`src/include/boot_rom_image.svh`:
```
// Boot ROM image: the 64 words of the reset code seen at the ROM base
`ifndef BOOT_ROM_IMAGE_SVH
`define BOOT_ROM_IMAGE_SVH

// Word 0 sits at the ROM base, one 32-bit word per address step of four
`define BOOT_ROM_IMAGE '{ \
  32'h0000_0297, 32'h0202_8593, 32'hf140_2573, 32'h0182_b283, \
  32'h0002_8067, 32'h0000_0000, 32'h8000_0000, 32'h0000_0000, \
  32'h3000_5073, 32'h3040_5073, 32'h0200_02b7, 32'h0002_a023, \
  32'h1050_0073, 32'hffdf_f06f, 32'h0000_0013, 32'h0000_0013, \
  32'hedfe_0dd0, 32'h2c0a_0000, 32'h3800_0000, 32'h480a_0000, \
  32'h2800_0000, 32'h1100_0000, 32'h1000_0000, 32'h0000_0000, \
  32'h0000_0000, 32'hf409_0000, 32'h4c00_0000, 32'h0000_0000, \
  32'h0100_0000, 32'h0000_0000, 32'h0300_0000, 32'h0400_0000, \
  32'h6376_6136, 32'h2d73_6f63, 32'h0000_0000, 32'h0300_0000, \
  32'h0d00_0000, 32'h1b00_0000, 32'h7269_7363, 32'h762c_7269, \
  32'h0100_0000, 32'h6370_7573, 32'h0000_0000, 32'h0300_0000, \
  32'h0400_0000, 32'h0000_0000, 32'h0100_0000, 32'h0300_0000, \
  32'h0400_0000, 32'h1f00_0000, 32'h8096_9800, 32'h0200_0000, \
  32'h0900_0000, 32'h6d65_6d6f, 32'h7279_4080, 32'h0000_0000, \
  32'h0300_0000, 32'h0700_0000, 32'h2f00_0000, 32'h6d65_6d6f, \
  32'h7279_0000, 32'h0200_0000, 32'h0200_0000, 32'h0900_0000  \
}

`endif

```
`src/design/periph_pkg.sv`:
```
// Peripheral subsystem package: bus widths, address map, CLINT offsets and state enums
`default_nettype none

package periph_pkg;

  // ----------------------------------------
  // Bus widths
  // ----------------------------------------
  localparam int unsigned ADDR_WIDTH   = 32;
  localparam int unsigned DATA_WIDTH   = 32;
  localparam int unsigned OFFSET_WIDTH = 16;

  typedef logic [ADDR_WIDTH-1:0]   addr_t;
  typedef logic [DATA_WIDTH-1:0]   data_t;
  typedef logic [OFFSET_WIDTH-1:0] offset_t;

  typedef enum logic [1:0] {
    TGT_ROM,
    TGT_CLINT,
    TGT_NONE
  } target_e;

  // ----------------------------------------
  // Address map
  // ----------------------------------------
  localparam addr_t       ROM_BASE      = 32'h0000_0000;
  localparam addr_t       ROM_LENGTH    = 32'h0001_0000;
  localparam int unsigned ROM_WORDS     = 64;
  localparam int unsigned ROM_IDX_WIDTH = $clog2(ROM_WORDS);
  localparam addr_t       CLINT_BASE    = 32'h0200_0000;
  localparam addr_t       CLINT_LENGTH  = 32'h0001_0000;

  // One rule per window, end address is exclusive
  typedef struct packed {
    target_e idx;
    addr_t   start_addr;
    addr_t   end_addr;
  } map_rule_t;

  localparam int unsigned NUM_RULES = 2;
  localparam map_rule_t [NUM_RULES-1:0] ADDR_MAP = '{
    '{idx: TGT_CLINT, start_addr: CLINT_BASE, end_addr: CLINT_BASE + CLINT_LENGTH},
    '{idx: TGT_ROM,   start_addr: ROM_BASE,   end_addr: ROM_BASE + ROM_LENGTH}
  };

  // CLINT register offsets
  localparam offset_t MSIP_OFFSET        = 16'h0000;
  localparam offset_t MTIMECMP_LO_OFFSET = 16'h4000;
  localparam offset_t MTIMECMP_HI_OFFSET = 16'h4004;
  localparam offset_t MTIME_LO_OFFSET    = 16'hBFF8;
  localparam offset_t MTIME_HI_OFFSET    = 16'hBFFC;

  typedef enum logic [2:0] {
    REG_MSIP,
    REG_CMP_LO,
    REG_CMP_HI,
    REG_TIME_LO,
    REG_TIME_HI,
    REG_INVALID
  } clint_reg_e;

  // Debug requests held off this long after reset
  localparam int unsigned DMI_DELAY_CYCLES = 64;
  localparam int unsigned DMI_CNT_WIDTH    = $clog2(DMI_DELAY_CYCLES + 1);

  typedef enum logic [1:0] {
    ST_IDLE,
    ST_DECODE,
    ST_RESPOND
  } apb_state_e;

endpackage

`default_nettype wire

```
`src/design/apb_front.sv`:
```
// APB front: transfer FSM, request capture and response return from the selected target
`timescale 1ns/1ps
`default_nettype none

module apb_front (
  input  wire logic                clk_i,
  input  wire logic                ndmreset_n,
  input  wire logic                psel_i,
  input  wire logic                penable_i,
  input  wire logic                pwrite_i,
  input  wire periph_pkg::addr_t   paddr_i,
  input  wire periph_pkg::data_t   pwdata_i,
  input  wire periph_pkg::target_e sel_target_i,
  input  wire periph_pkg::data_t   rom_rdata_i,
  input  wire logic                rom_err_i,
  input  wire periph_pkg::data_t   clint_rdata_i,
  input  wire logic                clint_err_i,
  output logic                     req_valid_o,
  output periph_pkg::addr_t        req_addr_o,
  output logic                     req_write_o,
  output periph_pkg::data_t        req_wdata_o,
  output periph_pkg::data_t        prdata_o,
  output logic                     pready_o,
  output logic                     pslverr_o
);
  import periph_pkg::*;

  apb_state_e state_q;
  apb_state_e state_d;
  logic       setup_seen;
  data_t      resp_data;
  logic       resp_err;

  // Setup phase of a new transfer
  assign setup_seen = (state_q == ST_IDLE) && psel_i && !penable_i;

  always_comb begin
    state_d = state_q;
    case (state_q)
      ST_IDLE: begin
        if (setup_seen) begin
          state_d = ST_DECODE;
        end
      end
      ST_DECODE:  state_d = ST_RESPOND;
      ST_RESPOND: state_d = ST_IDLE;
      default:    state_d = ST_IDLE;
    endcase
  end

  always_ff @(posedge clk_i or negedge ndmreset_n) begin
    if (!ndmreset_n) begin
      state_q     <= ST_IDLE;
      req_valid_o <= 1'b0;
    end else begin
      state_q     <= state_d;
      req_valid_o <= setup_seen;
    end
  end

  always_ff @(posedge clk_i) begin
    if (setup_seen) begin
      req_addr_o  <= paddr_i;
      req_write_o <= pwrite_i;
      req_wdata_o <= pwdata_i;
    end
  end

  // ----------------------------------------
  // Response return
  // ----------------------------------------
  always_comb begin
    case (sel_target_i)
      TGT_ROM: begin
        resp_data = rom_rdata_i;
        resp_err  = rom_err_i;
      end
      TGT_CLINT: begin
        resp_data = clint_rdata_i;
        resp_err  = clint_err_i;
      end
      default: begin
        resp_data = '0;
        resp_err  = 1'b1;
      end
    endcase
  end

  assign pready_o  = (state_q == ST_RESPOND);
  assign pslverr_o = pready_o && resp_err;
  assign prdata_o  = (pready_o && !resp_err) ? resp_data : '0;

endmodule

`default_nettype wire

```
`src/design/addr_decode.sv`:
```
// Address decode: matches the captured address against the map rules, registers target and offset
`timescale 1ns/1ps
`default_nettype none

module addr_decode (
  input  wire logic              clk_i,
  input  wire logic              ndmreset_n,
  input  wire logic              req_valid_i,
  input  wire periph_pkg::addr_t req_addr_i,
  input  wire logic              req_write_i,
  input  wire periph_pkg::data_t req_wdata_i,
  output logic                   sel_valid_o,
  output periph_pkg::target_e    sel_target_o,
  output periph_pkg::offset_t    sel_offset_o,
  output logic                   sel_write_o,
  output periph_pkg::data_t      sel_wdata_o
);
  import periph_pkg::*;

  target_e hit_target;
  addr_t   hit_base;
  addr_t   rel_addr;

  // Start inclusive, end exclusive
  always_comb begin
    hit_target = TGT_NONE;
    hit_base   = '0;
    for (int i = 0; i < NUM_RULES; i++) begin
      if (req_addr_i >= ADDR_MAP[i].start_addr && req_addr_i < ADDR_MAP[i].end_addr) begin
        hit_target = ADDR_MAP[i].idx;
        hit_base   = ADDR_MAP[i].start_addr;
      end
    end
  end

  assign rel_addr = req_addr_i - hit_base;

  always_ff @(posedge clk_i or negedge ndmreset_n) begin
    if (!ndmreset_n) begin
      sel_valid_o  <= 1'b0;
      sel_target_o <= TGT_NONE;
    end else begin
      sel_valid_o <= req_valid_i;
      if (req_valid_i) begin
        sel_target_o <= hit_target;
      end
    end
  end

  always_ff @(posedge clk_i) begin
    if (req_valid_i) begin
      sel_offset_o <= rel_addr[OFFSET_WIDTH-1:0];
      sel_write_o  <= req_write_i;
      sel_wdata_o  <= req_wdata_i;
    end
  end

endmodule

`default_nettype wire

```
`src/design/clint_timer.sv`:
```
// CLINT timer: mtime, mtimecmp and msip registers with timer and software interrupts
`timescale 1ns/1ps
`default_nettype none

module clint_timer (
  input  wire logic                clk_i,
  input  wire logic                ndmreset_n,
  input  wire logic                rtc_i,
  input  wire logic                sel_valid_i,
  input  wire periph_pkg::target_e sel_target_i,
  input  wire periph_pkg::offset_t sel_offset_i,
  input  wire logic                sel_write_i,
  input  wire periph_pkg::data_t   sel_wdata_i,
  output periph_pkg::data_t        rdata_o,
  output logic                     err_o,
  output logic                     timer_irq_o,
  output logic                     ipi_o
);
  import periph_pkg::*;

  clint_reg_e              reg_sel;
  logic                    wr_en;
  logic                    rtc_toggle_q;
  logic                    rtc_tick;
  logic                    msip_q;
  logic [2*DATA_WIDTH-1:0] mtime_q;
  logic [2*DATA_WIDTH-1:0] mtimecmp_q;

  always_comb begin
    case (sel_offset_i)
      MSIP_OFFSET:        reg_sel = REG_MSIP;
      MTIMECMP_LO_OFFSET: reg_sel = REG_CMP_LO;
      MTIMECMP_HI_OFFSET: reg_sel = REG_CMP_HI;
      MTIME_LO_OFFSET:    reg_sel = REG_TIME_LO;
      MTIME_HI_OFFSET:    reg_sel = REG_TIME_HI;
      default:            reg_sel = REG_INVALID;
    endcase
  end

  // Only high in the response cycle of a CLINT write
  assign wr_en = sel_valid_i && sel_write_i && (sel_target_i == TGT_CLINT);

  // ----------------------------------------
  // RTC divide by two
  // ----------------------------------------
  always_ff @(posedge clk_i or negedge ndmreset_n) begin
    if (!ndmreset_n) begin
      rtc_toggle_q <= 1'b0;
    end else if (rtc_i) begin
      rtc_toggle_q <= ~rtc_toggle_q;
    end
  end

  assign rtc_tick = rtc_i && rtc_toggle_q;

  always_ff @(posedge clk_i or negedge ndmreset_n) begin
    if (!ndmreset_n) begin
      mtime_q    <= '0;
      mtimecmp_q <= '1;
      msip_q     <= 1'b0;
    end else begin
      // Software write to mtime wins over the tick
      if (wr_en && reg_sel == REG_TIME_LO) begin
        mtime_q[DATA_WIDTH-1:0] <= sel_wdata_i;
      end else if (wr_en && reg_sel == REG_TIME_HI) begin
        mtime_q[2*DATA_WIDTH-1:DATA_WIDTH] <= sel_wdata_i;
      end else if (rtc_tick) begin
        mtime_q <= mtime_q + 1'b1;
      end
      if (wr_en && reg_sel == REG_CMP_LO) begin
        mtimecmp_q[DATA_WIDTH-1:0] <= sel_wdata_i;
      end
      if (wr_en && reg_sel == REG_CMP_HI) begin
        mtimecmp_q[2*DATA_WIDTH-1:DATA_WIDTH] <= sel_wdata_i;
      end
      if (wr_en && reg_sel == REG_MSIP) begin
        msip_q <= sel_wdata_i[0];
      end
    end
  end

  always_comb begin
    case (reg_sel)
      REG_MSIP:    rdata_o = {{(DATA_WIDTH-1){1'b0}}, msip_q};
      REG_CMP_LO:  rdata_o = mtimecmp_q[DATA_WIDTH-1:0];
      REG_CMP_HI:  rdata_o = mtimecmp_q[2*DATA_WIDTH-1:DATA_WIDTH];
      REG_TIME_LO: rdata_o = mtime_q[DATA_WIDTH-1:0];
      REG_TIME_HI: rdata_o = mtime_q[2*DATA_WIDTH-1:DATA_WIDTH];
      default:     rdata_o = '0;
    endcase
  end

  assign err_o       = (sel_target_i == TGT_CLINT) && (reg_sel == REG_INVALID);
  assign timer_irq_o = (mtime_q >= mtimecmp_q);
  assign ipi_o       = msip_q;

endmodule

`default_nettype wire

```
`src/design/boot_rom.sv`:
```
// Boot ROM: read-only word array holding the reset code image
`timescale 1ns/1ps
`default_nettype none

`include "boot_rom_image.svh"

module boot_rom (
  input  wire periph_pkg::target_e sel_target_i,
  input  wire periph_pkg::offset_t sel_offset_i,
  input  wire logic                sel_write_i,
  output periph_pkg::data_t        rdata_o,
  output logic                     err_o
);
  import periph_pkg::*;

  localparam data_t ROM_IMAGE [ROM_WORDS] = `BOOT_ROM_IMAGE;

  logic [OFFSET_WIDTH-3:0] word_idx;
  logic                    in_image;

  // Word addressed, low two offset bits ignored
  assign word_idx = sel_offset_i[OFFSET_WIDTH-1:2];
  assign in_image = (word_idx < ROM_WORDS);

  assign rdata_o = in_image ? ROM_IMAGE[word_idx[ROM_IDX_WIDTH-1:0]] : '0;

  // Writes and reads past the image are refused
  assign err_o = (sel_target_i == TGT_ROM) && (sel_write_i || !in_image);

endmodule

`default_nettype wire

```
`src/design/debug_gate.sv`:
```
// Debug gate: holds debug requests off for a fixed number of cycles after reset
`timescale 1ns/1ps
`default_nettype none

module debug_gate (
  input  wire logic clk_i,
  input  wire logic ndmreset_n,
  input  wire logic debug_req_i,
  output logic      debug_req_o
);
  import periph_pkg::*;

  logic [DMI_CNT_WIDTH-1:0] delay_cnt_q;

  // Counts down once after reset, then sits at zero
  always_ff @(posedge clk_i or negedge ndmreset_n) begin
    if (!ndmreset_n) begin
      delay_cnt_q <= DMI_CNT_WIDTH'(DMI_DELAY_CYCLES);
    end else if (delay_cnt_q != '0) begin
      delay_cnt_q <= delay_cnt_q - 1'b1;
    end
  end

  assign debug_req_o = (delay_cnt_q == '0) && debug_req_i;

endmodule

`default_nettype wire

```
`src/design/periph_subsystem.sv`:
```
// Peripheral subsystem top: APB front, address decode, boot ROM, CLINT timer, debug gate
`timescale 1ns/1ps
`default_nettype none

module periph_subsystem (
  input  wire logic                clk_i,
  input  wire logic                ndmreset_n,
  // APB completer
  input  wire logic                psel_i,
  input  wire logic                penable_i,
  input  wire logic                pwrite_i,
  input  wire periph_pkg::addr_t   paddr_i,
  input  wire periph_pkg::data_t   pwdata_i,
  output periph_pkg::data_t        prdata_o,
  output logic                     pready_o,
  output logic                     pslverr_o,
  // Timer and debug
  input  wire logic                rtc_i,
  input  wire logic                debug_req_i,
  output logic                     timer_irq_o,
  output logic                     ipi_o,
  output logic                     debug_req_o
);
  import periph_pkg::*;

  logic    req_valid;
  addr_t   req_addr;
  logic    req_write;
  data_t   req_wdata;

  logic    sel_valid;
  target_e sel_target;
  offset_t sel_offset;
  logic    sel_write;
  data_t   sel_wdata;

  data_t   rom_rdata;
  logic    rom_err;
  data_t   clint_rdata;
  logic    clint_err;

  apb_front u_apb_front (
    .clk_i         ( clk_i       ),
    .ndmreset_n    ( ndmreset_n  ),
    .psel_i        ( psel_i      ),
    .penable_i     ( penable_i   ),
    .pwrite_i      ( pwrite_i    ),
    .paddr_i       ( paddr_i     ),
    .pwdata_i      ( pwdata_i    ),
    .sel_target_i  ( sel_target  ),
    .rom_rdata_i   ( rom_rdata   ),
    .rom_err_i     ( rom_err     ),
    .clint_rdata_i ( clint_rdata ),
    .clint_err_i   ( clint_err   ),
    .req_valid_o   ( req_valid   ),
    .req_addr_o    ( req_addr    ),
    .req_write_o   ( req_write   ),
    .req_wdata_o   ( req_wdata   ),
    .prdata_o      ( prdata_o    ),
    .pready_o      ( pready_o    ),
    .pslverr_o     ( pslverr_o   )
  );

  addr_decode u_addr_decode (
    .clk_i        ( clk_i      ),
    .ndmreset_n   ( ndmreset_n ),
    .req_valid_i  ( req_valid  ),
    .req_addr_i   ( req_addr   ),
    .req_write_i  ( req_write  ),
    .req_wdata_i  ( req_wdata  ),
    .sel_valid_o  ( sel_valid  ),
    .sel_target_o ( sel_target ),
    .sel_offset_o ( sel_offset ),
    .sel_write_o  ( sel_write  ),
    .sel_wdata_o  ( sel_wdata  )
  );

  clint_timer u_clint_timer (
    .clk_i        ( clk_i       ),
    .ndmreset_n   ( ndmreset_n  ),
    .rtc_i        ( rtc_i       ),
    .sel_valid_i  ( sel_valid   ),
    .sel_target_i ( sel_target  ),
    .sel_offset_i ( sel_offset  ),
    .sel_write_i  ( sel_write   ),
    .sel_wdata_i  ( sel_wdata   ),
    .rdata_o      ( clint_rdata ),
    .err_o        ( clint_err   ),
    .timer_irq_o  ( timer_irq_o ),
    .ipi_o        ( ipi_o       )
  );

  boot_rom u_boot_rom (
    .sel_target_i ( sel_target ),
    .sel_offset_i ( sel_offset ),
    .sel_write_i  ( sel_write  ),
    .rdata_o      ( rom_rdata  ),
    .err_o        ( rom_err    )
  );

  debug_gate u_debug_gate (
    .clk_i       ( clk_i       ),
    .ndmreset_n  ( ndmreset_n  ),
    .debug_req_i ( debug_req_i ),
    .debug_req_o ( debug_req_o )
  );

endmodule

`default_nettype wire

```
`config.mk`:
```
export PLATFORM = sky130hd
export DESIGN_NAME = periph_subsystem
export DESIGN_NICKNAME = d
export VERILOG_FILES = /design/src/design/periph_pkg.sv /design/src/design/apb_front.sv /design/src/design/addr_decode.sv /design/src/design/clint_timer.sv /design/src/design/boot_rom.sv /design/src/design/debug_gate.sv /design/src/design/periph_subsystem.sv
export VERILOG_INCLUDE_DIRS = /design/src /design/src/include
export SDC_FILE = /design/constraint.sdc
export NUM_CORES = 1
export LEC_CHECK = 0
export ABC_AREA = 1
export BUFFER_PORTS_ARGS = -buffer_cell sky130_fd_sc_hd__clkbuf_2
export CAP_MARGIN = 30
export CORE_MARGIN = 2
export CORE_UTILIZATION = 35
export DETAILED_ROUTE_END_ITERATION = 7
export PLACE_DENSITY = 0.54
export SYNTH_ARGS = -nofsm -noshare
export SYNTH_HDL_FRONTEND = slang
export SYNTH_HIERARCHICAL = 1
export SYNTH_SLANG_ARGS = --single-unit
```
`constraint.sdc`:
```
create_clock -name clk_i -period 5.15 [get_ports clk_i]
set_clock_uncertainty 0.05 [all_clocks]
set_input_delay 0.2575 -clock clk_i [delete_from_list [all_inputs] [get_ports clk_i]]
set_output_delay 0.2575 -clock clk_i [all_outputs]
set_load 0.02 [all_outputs]
```
==> results of run 1 <==
==> area by class of cell <==
cell class	count	area share, %
sequential	257	35.3
timing repair buffer	207	7.49
clock buffer	46	4.73
inverter	285	5.37
multi-input combinational	1686	42.4
clock inverter	15	0.804
tap	622	3.88
==> worst max-delay path, stage by stage, from the launching register on <==
cell and delay [ns]:
sky130_fd_sc_hd__edfxtp_1 0.41, sky130_fd_sc_hd__nor2_1 0.10, sky130_fd_sc_hd__nand2_1 0.09, sky130_fd_sc_hd__nor2_2 0.66, sky130_fd_sc_hd__nand2_4 0.37, sky130_fd_sc_hd__buf_4 0.29
sky130_fd_sc_hd__o21ai_0 0.37, sky130_fd_sc_hd__nand3_1 0.14, sky130_fd_sc_hd__nand2_1 0.18, sky130_fd_sc_hd__inv_1 0.09, sky130_fd_sc_hd__nor2_4 0.10, sky130_fd_sc_hd__clkbuf_2 0.18
==> registers in the layout, indices dropped and copies added (netlist names) <==
name,cells
u_apb_front/req_wdata_o,32
u_addr_decode/sel_offset_o,16
u_apb_front/req_valid_o,1
u_clint_timer/rtc_toggle_q,1
u_debug_gate/delay_cnt_q,7
u_clint_timer/mtime_q,64
u_addr_decode/sel_target_o,2
u_apb_front/state_q,2
u_clint_timer/ipi_o,1
u_apb_front/req_addr_o,32
u_addr_decode/sel_write_o,1
u_apb_front/req_write_o,1
u_addr_decode/sel_valid_o,1
u_addr_decode/sel_wdata_o,32
u_clint_timer/mtimecmp_q,64
==> path summary, 6_finish.rpt <==
path                                            endpoint
setup / recovery                            prdata_o[15]
hold / removal                 u_clint_timer/mtime_q[63]
setup reg to reg               u_clint_timer/mtime_q[52]
hold reg to reg            u_addr_decode/sel_wdata_o[25]
max in group asynchronous        u_apb_front/req_valid_o
min in group clk_i           u_apb_front/req_wdata_o[30]
==> synth_stat cells, types with 4 or more instances <==
cell type / count
sky130_fd_sc_hd__nand3_1: 217
sky130_fd_sc_hd__buf_2: 36
sky130_fd_sc_hd__or2_2: 16
sky130_fd_sc_hd__nand2_4: 6
sky130_fd_sc_hd__ha_1: 80
sky130_fd_sc_hd__o221ai_1: 17
sky130_fd_sc_hd__xor2_1: 16
sky130_fd_sc_hd__inv_2: 11
sky130_fd_sc_hd__nor2_4: 36
sky130_fd_sc_hd__nor2_2: 5
sky130_fd_sc_hd__o21ai_1: 8
sky130_fd_sc_hd__dfrtp_1: 77
sky130_fd_sc_hd__nand2_2: 13
sky130_fd_sc_hd__a21oi_1: 70
sky130_fd_sc_hd__nand2_1: 719
sky130_fd_sc_hd__nor2_1: 239
sky130_fd_sc_hd__o21a_1: 4
sky130_fd_sc_hd__o211ai_1: 4
sky130_fd_sc_hd__inv_1: 272
sky130_fd_sc_hd__buf_4: 11
sky130_fd_sc_hd__o21ai_0: 157
sky130_fd_sc_hd__nand4_1: 36
sky130_fd_sc_hd__clkbuf_1: 19
sky130_fd_sc_hd__nor3_1: 9
sky130_fd_sc_hd__o2111ai_1: 6
sky130_fd_sc_hd__xnor2_1: 4
sky130_fd_sc_hd__buf_6: 6
sky130_fd_sc_hd__edfxtp_1: 114
sky130_fd_sc_hd__dfstp_2: 66
==> repair_timing <==
action / in CTS / in global routing
resized for setup: 0 / 0
hold endpoints to repair: 106 / 0
hold buffers: 69 / 0
==> cells in the final DEF, fill, tap and decap left out, types with 6 or more instances in the layout <==
master / count
sky130_fd_sc_hd__o21ai_0: 157
sky130_fd_sc_hd__clkinv_2: 7
sky130_fd_sc_hd__nand4_1: 36
sky130_fd_sc_hd__clkbuf_1: 9
sky130_fd_sc_hd__nor3_1: 9
sky130_fd_sc_hd__nor2_2: 6
sky130_fd_sc_hd__clkbuf_16: 36
sky130_fd_sc_hd__nand2_2: 13
sky130_fd_sc_hd__nor2_4: 37
sky130_fd_sc_hd__clkbuf_2: 106
sky130_fd_sc_hd__dlygate4sd3_1: 69
sky130_fd_sc_hd__or2_2: 16
sky130_fd_sc_hd__a21oi_1: 70
sky130_fd_sc_hd__buf_4: 28
sky130_fd_sc_hd__o2111ai_1: 6
sky130_fd_sc_hd__xor2_1: 16
sky130_fd_sc_hd__ha_1: 80
sky130_fd_sc_hd__edfxtp_1: 114
sky130_fd_sc_hd__dfrtp_1: 76
sky130_fd_sc_hd__o221ai_1: 17
sky130_fd_sc_hd__nand2_4: 6
sky130_fd_sc_hd__inv_2: 11
sky130_fd_sc_hd__inv_1: 272
sky130_fd_sc_hd__nor2_1: 237
sky130_fd_sc_hd__nand3_1: 217
sky130_fd_sc_hd__dfstp_2: 66
sky130_fd_sc_hd__o21ai_1: 8
sky130_fd_sc_hd__nand2_1: 719
==> per-stage QoR <==
stage	hold slack, ns	setup WS, ns	utilization [%]	std cells	area [um2]
2_1_floorplan	-0.0881	1.34	-	2305	17100
3_3_place_gp	0.173	1.88	37.5	2987	18200
3_5_place_dp	0.169	1.85	37.5	2988	18300
4_1_cts	0.180	1.27	41.2	3118	20100
5_1_grt	0.224	1.10	41.2	3118	20100
6_report	0.179	1.29	41.2	3118	20100
==> cells by family (layout without fill, tap and decap cells) <==
family	count (synthesis)	after routing	synth area share, %
AO/OA/AOI/OAI	273	273	8.74
XOR/XNOR	20	20	1.02
adder cells (fa/ha/maj)	80	80	5.84
buffers and inverters	362	553	9.09
flip-flops	257	257	41.3
AND/OR/NAND/NOR	1313	1313	34.0
==> routing by layer <==
metal | part of all wire [%] | wire [um] | up-vias | GRT usage, %
li1 | - | - | 7792 | -
met1 | 43 | 28400 | 7665 | 33.8
met2 | 46 | 30100 | 597 | 43.0
met3 | 6.5 | 4280 | 150 | 4.99
met4 | 4.4 | 2860 | 0 | 10.8
met5 | 0 | 0 | - | 0
==> report_power, final <==
part           switching (mW)  internal, mW
Clock                   0.933          1.45
Sequential             0.0941          2.23
Combinational           0.512         0.223
==> impl_metrics.ini, run 1 <==
[synthesis]
synthesis.instances = 2305
synth-edff-count = 114
syn_nets = 2456
netlist-cell-type-count = 50
synthFlopType = sky130_fd_sc_hd__edfxtp_1
synth_top_area_share_pct = 20.0
synth.yosys.seq_area_share_pct = 41.3
synth_area_leader_cell = sky130_fd_sc_hd__edfxtp_1
synthesis.area_per_instance_um2 = 7.44
post_synth_main_area_contributors = sky130_fd_sc_hd__edfxtp_1 (20%), sky130_fd_sc_hd__nand2_1 (16%), sky130_fd_sc_hd__dfrtp_1 (11%)
syn_area_um2 = 17100
synth-warning-count = 6
synth.ff_latch_count = 257
async_reset_ff_share_pct = 55.6

[grt]
vias_in_the_first_global_route = 16200
maximum_number_of_pins_on_one_net_before_global_route_repair = 58
wire_length_of_the_first_global_routing_pass_mm = 99.3
global_route.usage.total_pct = 26.2
grt_remaining_overflow = 0
number_of_antenna_violations_at_the_first_check_in_global_routing = 1

[detailed_routing]
post_drt_wl_per_cell_um = 21.1
vias_per_cell = 5.20
first_iter_violations = 1515
drt-pass1-iter-count = 8
ant_nets = 0
totalWireLength_mm = 65.6
via_count = 16200
drc = 0

[placement]
gp_congestion = 1.01
hpwlAfterDp_mm = 48.7
place.port_buffers = 107

[sta]
max_slew_margin_pct = 44.6
max_freq_mhz = 259
final.period_utilization_pct = 75.0
slew_violations = 0
setup-violations-final = 0
final_period_minus_worst_setup_slack_ns = 3.86
setup_tns_ns = 0
rsz_0062_raised_after_global_routing = no
number_of_hold_slack_violations_in_the_final_timing_report = 0
worst-slew-pin-transition_ns = 0.829

[die]
core_area_um2 = 48600
dieHeight_um = 225
boundaryPins = 108
core.rowCount = 81
width_of_the_die_um = 225
floorplan.die_area_um2 = 50800
floorplan.initialDensity_pct = 35.2

[worst_setup_path]
cp-start-kind = flop
cp_max_fo = 20
reg2reg_from = u_addr_decode/sel_offset_o[3]
worst_ep_required_time_ns = 4.84
critical_path_class = reg -> out
setup.worst_path.end_class = primary output
critPathArrivalTime_ns = 3.55
ff2ff_path_depth = 12
timing.reg2reg.setup_slack_ns = 1.99
worst_setup_path_startpoint = u_addr_decode/sel_offset_o[11]

[cells_and_area]
syn2layout_area_growth_pct = 17.0
num-fill-cells = 5062
multiInputGateArea_um2 = 8510
final_layout_size_suffix_gt1_share_pct = 14.3
finish.net_count = 2622
seq_area_um2 = 7090
insertedDiodeCount = 0

[clocking]
clk_path_buf_depth = 3
post-cts-setup-buffers = 0
clock_insertion_delay_worst_skew_ns = 0.55
cts_tree = done
cts_num_sinks = 257
cts-buffers-inserted = 34
cts_root_buffer = sky130_fd_sc_hd__clkbuf_16
cts_htree_levels = 2
clock_pin_slew_of_the_registers_on_the_worst_case_setup_and_hold_paths_ns = 0.06

[pwr]
leakage_power_nw = 8.49
pwr_density_cell_nw_per_um2 = 271
total_power_mw = 5.44
irDropWorstVdd_uv = 214

[status]
run_status = finished, final reports clean

[flow_run]
timing.max_cap.violations = 0

[min_path]
class_of_the_worst_hold_path = in -> async
Power figures use the tool's default switching activity.
==> run 2, diff against run 1 <==
==> constraint.sdc (replaced) <==
create_clock -name clk_i -period 3.9 [get_ports clk_i]
set_clock_uncertainty 0.05 [all_clocks]
set_input_delay 0.195 -clock clk_i [delete_from_list [all_inputs] [get_ports clk_i]]
set_output_delay 0.195 -clock clk_i [all_outputs]
set_load 0.02 [all_outputs]
==> impl_metrics.ini, run 2 (synthesis gave the netlist of run 1 again) <==
[detailed_routing]
totalWireLength_mm = 65.0
drc = 0
drt-pass1-iter-count = 5
first_iter_violations = 1396
ant_nets = 0
post_drt_wl_per_cell_um = 20.8
vias_per_cell = 5.22
via_count = 16300

[cells_and_area]
finish.net_count = 2624
finish.utilization_pct = 41.1
most_common_cell_after_layout_fill_and_taps_aside = sky130_fd_sc_hd__nand2_1
insertedDiodeCount = 0
syn2layout_area_growth_pct = 16.7
mostFrequentLayoutCells = sky130_fd_sc_hd__nand2_1 (719), sky130_fd_sc_hd__inv_1 (272), sky130_fd_sc_hd__nor2_1 (237)
final_layout_size_suffix_gt1_share_pct = 14.4
largest_registers = u_clint_timer/mtime_q x64, u_clint_timer/mtimecmp_q x64

[clocking]
clock_insertion_delay_worst_skew_ns = 0.60
post-cts-setup-buffers = 0
cts_num_sinks = 257
clk_path_buf_depth = 3
cts_root_buffer = sky130_fd_sc_hd__clkbuf_16
cts_tree = done
cts_htree_levels = 1
clock_pin_slew_of_the_registers_on_the_worst_case_setup_and_hold_paths_ns = 0.06
cts-buffers-inserted = 31

[pwr]
pwr_density_cell_nw_per_um2 = 348
netSwitchingFraction_pct = 28.8
combinationalPowerShare_pct = 13.7
pwr-share-seq_pct = 44.1
irDropWorstVdd_uv = 280
leakage_power_nw = 8.47
switching_power_mw = 2.01
internal_dissipation_mw = 4.96
power_frac_clock_pct = 42.2

[die]
core.rowCount = 81
width_of_the_die_um = 225
floorplan.die_area_um2 = 50800
boundaryPins = 108
core_area_um2 = 48600
floorplan.initialDensity_pct = 35.2
dieHeight_um = 225

[placement]
place.port_buffers = 107
hpwlAfterDp_mm = 49.4
preCtsSetupSlack_ns = 0.841
gp_congestion = 0.979

[worst_setup_path]
timing.critical_path.slowest_cell_delay_ns = 0.45
ff2ff_path_depth = 9
cp-start-kind = flop
path_cells = buf_6, nand4_1, nor2_1, nand2_1, inv_2, buf_4, nand2_1, o21ai_0, inv_1, o221ai_1, nand3_1, nand2_1, inv_1, nor2_4, clkbuf_2
critical_path_class = reg -> out
crit_slowest_cell = sky130_fd_sc_hd__edfxtp_1
setup.worst_path.end_class = primary output
critPathArrivalTime_ns = 3.39
worst_ep_required_time_ns = 3.65
critPathMostFrequentCell = sky130_fd_sc_hd__nand2_1
cp_max_fo = 35

[sta]
final_period_minus_worst_setup_slack_ns = 3.64
max_slew_margin_pct = 38.1
worst-slew-pin-transition_ns = 0.926
hold-worst-slack_ns = 0.165
number_of_hold_slack_violations_in_the_final_timing_report = 0
timing.final.ws_setup_ns = 0.261
max_freq_mhz = 275
setup_tns_ns = 0
slew_violations = 0
setup-violations-final = 0
rsz_0062_raised_after_global_routing = no
final.period_utilization_pct = 93.3

[status]
run_status = finished, final reports clean

[grt]
maximum_number_of_pins_on_one_net_before_global_route_repair = 87
vias_in_the_first_global_route = 15700
grt_remaining_overflow = 0
wire_length_of_the_first_global_routing_pass_mm = 97.6
global_route.usage.total_pct = 25.7
number_of_antenna_violations_at_the_first_check_in_global_routing = 0

[min_path]
class_of_the_worst_hold_path = in -> reg
whs_path_cells = 3

[flow_run]
timing.max_cap.violations = 0
==> run 2: layer usage <==
metal  routed length (um)  track usage [%]  up-vias
met4                 2190             8.93        0
met5                    0                0        -
met2                29500             41.8      615
met3                 4300             2.69      105
met1                29000             35.6     7771
li1                     -                -     7798
==> run 2: path summary, 6_finish.rpt <==
| check | slack (ns) | from | end |
|---|---|---|---|
| max | 0.26 | u_addr_decode/sel_offset_o[5] | prdata_o[29] |
| min | 0.16 | psel_i | u_apb_front/req_wdata_o[31] |
| max reg2reg | 1.01 | u_addr_decode/sel_offset_o[5] | u_clint_timer/mtime_q[15] |
| min reg2reg | 0.37 | u_apb_front/req_wdata_o[28] | u_addr_decode/sel_wdata_o[28] |
| max in group asynchronous | 2.69 | ndmreset_n | u_debug_gate/delay_cnt_q[6] |
| min in group asynchronous | 0.24 | ndmreset_n | u_clint_timer/mtime_q[63] |
==> run 2: stage by stage <==
stage,total power [mW],cells,instance area (um2)
floorplan,3.62,2305,17100
global placement,4.01,2993,18300
detailed placement,4.01,2993,18300
CTS,7.03,3120,20000
global route,7.26,3120,20000
finish,6.97,3120,20000
==> run 2: area by class of cell <==
cell class / instances / area [um2]
clock buffers: 40 / 830
clock inverters: 18 / 196
inverters: 285 / 1080
repair buffers: 212 / 1530
fillers: 5100 / 28600
flip-flops and latches: 257 / 7090
multi-input cells: 1686 / 8510
well taps: 622 / 778
==> run 2: power by group through the flow <==
stage          logic (mW)  clock network, mW  registers, mW
2_1_floorplan       0.557                  0           3.07
3_3_place_gp        0.890                  0           3.12
3_5_place_dp        0.895                  0           3.12
4_1_cts             0.956               3.01           3.07
5_1_grt              1.05               3.14           3.08
6_report            0.957               2.94           3.07
==> run 2: what timing repair did <==
action / 4_1_cts / 5_1_grt
endpoints found under the setup margin: 0 / 2
resized for setup: 0 / 1
hold endpoints to repair: 112 / 0
hold buffers: 69 / 0
==> run 2: worst max-delay path: cells and delay by family (launching register included) <==
| kind | cells | cell delay, ns |
|---|---|---|
| buffers and inverters | 6 | 1.19 |
| AO/OA/AOI/OAI | 2 | 0.30 |
| flip-flops | 1 | 0.45 |
| AND/OR/NAND/NOR | 7 | 0.84 |
==> run 3, diff against run 2 <==
--- a/config.mk
+++ b/config.mk
@@ -10,10 +10,12 @@
 export BUFFER_PORTS_ARGS = -buffer_cell sky130_fd_sc_hd__clkbuf_2
 export CAP_MARGIN = 30
 export CORE_MARGIN = 2
-export CORE_UTILIZATION = 35
+export CORE_UTILIZATION = 54
 export DETAILED_ROUTE_END_ITERATION = 7
-export PLACE_DENSITY = 0.54
+export GPL_TIMING_DRIVEN = 0
+export PLACE_DENSITY = 0.75
 export SYNTH_ARGS = -nofsm -noshare
 export SYNTH_HDL_FRONTEND = slang
 export SYNTH_HIERARCHICAL = 1
 export SYNTH_SLANG_ARGS = --single-unit
+export TNS_END_PERCENT = 5
==> impl_metrics.ini, run 3 (synthesis gave the netlist of run 1 again) <==
[status]
run_status = finished, final reports clean

[cells_and_area]
multiInputGateArea_um2 = 8510
final_layout_size_suffix_gt1_share_pct = 15.5
seq_area_um2 = 7090
insertedDiodeCount = 0
finish.net_count = 2673
finish.utilization_pct = 63.7
syn2layout_area_growth_pct = 16.6
mostFrequentLayoutCells = sky130_fd_sc_hd__nand2_1 (719), sky130_fd_sc_hd__inv_1 (271), sky130_fd_sc_hd__nor2_1 (238)
fin_cells = 2947
num-fill-cells = 2794
largest_registers = u_clint_timer/mtime_q x64, u_clint_timer/mtimecmp_q x64
most_common_cell_after_layout_fill_and_taps_aside = sky130_fd_sc_hd__nand2_1

[detailed_routing]
ant_nets = 0
vias_per_cell = 5.87
drt-pass1-iter-count = 6
totalWireLength_mm = 65.9
drc = 0
post_drt_wl_per_cell_um = 22.4
via_count = 17300
first_iter_violations = 2086

[grt]
grt_remaining_overflow = 0
global_route.usage.total_pct = 39.6
number_of_antenna_violations_at_the_first_check_in_global_routing = 0
wire_length_of_the_first_global_routing_pass_mm = 98.1
maximum_number_of_pins_on_one_net_before_global_route_repair = 88
vias_in_the_first_global_route = 16600

[worst_setup_path]
cp_max_fo = 10
critical_path_buf_inv_count = 3
critPathArrivalTime_ns = 3.53
crit_slowest_cell = sky130_fd_sc_hd__nor2_1
path_cells = nor2_1, nand2_1, nor2_1, nand2_4, clkbuf_1, o221ai_1, nand3_1, nand2_1, inv_1, nor2_4, clkbuf_2
critical_path_class = reg -> out
timing.critical_path.slowest_cell_delay_ns = 0.58
setup.worst_path.end_class = primary output
cp-start-kind = flop
worst_ep_required_time_ns = 3.65
critPathTopFamily = simple AND/OR/NAND/NOR gates

[pwr]
internal_dissipation_mw = 4.80
power_frac_clock_pct = 39.8
switching_power_mw = 2.03
leakage_power_nw = 8.66
netSwitchingFraction_pct = 29.7
irDropWorstVdd_uv = 363
pwr_density_cell_nw_per_um2 = 342
pwr-share-seq_pct = 45.0
total_power_mw = 6.83
combinationalPowerShare_pct = 15.2

[die]
core.rowCount = 65
floorplan.die_area_um2 = 33200
boundaryPins = 108
width_of_the_die_um = 182
core_area_um2 = 31400
dieHeight_um = 182
floorplan.initialDensity_pct = 54.6

[sta]
hold-worst-slack_ns = 0.0774
setup-violations-final = 0
max_slew_margin_pct = 44.2
max_freq_mhz = 265
rsz_0062_raised_after_global_routing = no
worst-slew-pin-transition_ns = 0.836
timing.final.ws_setup_ns = 0.125
number_of_hold_slack_violations_in_the_final_timing_report = 0
final_period_minus_worst_setup_slack_ns = 3.77
final.period_utilization_pct = 96.8
slew_violations = 0

[min_path]
class_of_the_worst_hold_path = in -> async

[placement]
gp_congestion = 1.07
placed_cells_incl_taps = 2818
place.port_buffers = 107
preCtsSetupSlack_ns = 0.329
hpwlAfterDp_mm = 49.9

[clocking]
cts_num_sinks = 257
cts-buffers-inserted = 29
clock_insertion_delay_worst_skew_ns = 0.58
cts_root_buffer = sky130_fd_sc_hd__clkbuf_16
cts_htree_levels = 1
clock_pin_slew_of_the_registers_on_the_worst_case_setup_and_hold_paths_ns = 0.06
clk_path_buf_depth = 3
cts_tree = done

[flow_run]
timing.max_cap.violations = 0
run 3: power by group through the flow:
stage | Sequential [mW] | Combinational [mW] | Clock, mW
6_report | 3.08 | 1.04 | 2.72
5_1_grt | 3.08 | 1.11 | 2.84
4_1_cts | 3.07 | 1.01 | 2.74
3_5_place_dp | 3.12 | 0.942 | 0
3_3_place_gp | 3.13 | 0.911 | 0
2_1_floorplan | 3.07 | 0.557 | 0
run 3: final timing paths:
path / from / endpoint / slack, ns / cells past startpoint
worst max register to register: u_addr_decode/sel_offset_o[4] / u_clint_timer/mtime_q[50] / 1.00 / 11
min in group clk_i: psel_i / u_apb_front/req_wdata_o[31] / 0.08 / 3
worst min register to register: u_apb_front/req_wdata_o[1] / u_addr_decode/sel_wdata_o[1] / 0.36 / 0
worst max-delay path: u_addr_decode/sel_offset_o[9] / prdata_o[6] / 0.13 / 11
max in group asynchronous: ndmreset_n / u_clint_timer/mtimecmp_q[40] / 2.85 / 3
worst min-delay path: ndmreset_n / u_clint_timer/mtime_q[53] / 0.08 / 2
run 3: cell type report:
type / count / share of cell area (%)
plain buffers: 76 / 2.43
clock buffers: 36 / 3.97
clock inverters: 18 / 0.758
inverters: 285 / 5.41
multi-input cells: 1686 / 42.6
flip-flops and latches: 257 / 35.5
well taps: 402 / 2.52
repair buffers: 187 / 6.88
run 3: metrics by stage:
stage	area (um2)	setup TNS [ns]
after floorplan	17100	0
after global placement	18200	-96.70
after detailed placement	18300	0
after CTS	20000	0
after global routing	20000	0
final	20000	0
run 3: routing by layer:
layer	track usage, %	vias to the layer above	part of all wire [%]
met1	49.9	8095	38
met4	20.5	0	6.1
met2	65.8	1093	46
met3	6.90	223	10
li1	-	7899	-
met5	0	-	0
run 3: worst reg2reg max path, cell delays in order, from the launching register on:
cell and delay [ns]:
sky130_fd_sc_hd__edfxtp_1 0.58, sky130_fd_sc_hd__nand4_1 0.22, sky130_fd_sc_hd__nor2_1 0.15, sky130_fd_sc_hd__nand2_1 0.35
sky130_fd_sc_hd__inv_1 0.22, sky130_fd_sc_hd__nand2_2 0.21, sky130_fd_sc_hd__nand2_1 0.12, sky130_fd_sc_hd__nand2_1 0.09
sky130_fd_sc_hd__inv_2 0.18, sky130_fd_sc_hd__buf_2 0.40, sky130_fd_sc_hd__nand3_1 0.19, sky130_fd_sc_hd__nand2_1 0.09
run 3: timing repair:
| item | CTS | global route |
|---|---|---|
| gates cloned | 0 | 0 |
| endpoints found under the setup margin | 22 | 31 |
| buffers inserted | 5 | 2 |
| hold buffers | 69 | 0 |
| resized for setup | 1 | 10 |
| pin swaps | 1 | 1 |
| endpoints found under the hold margin | 126 | 0 |
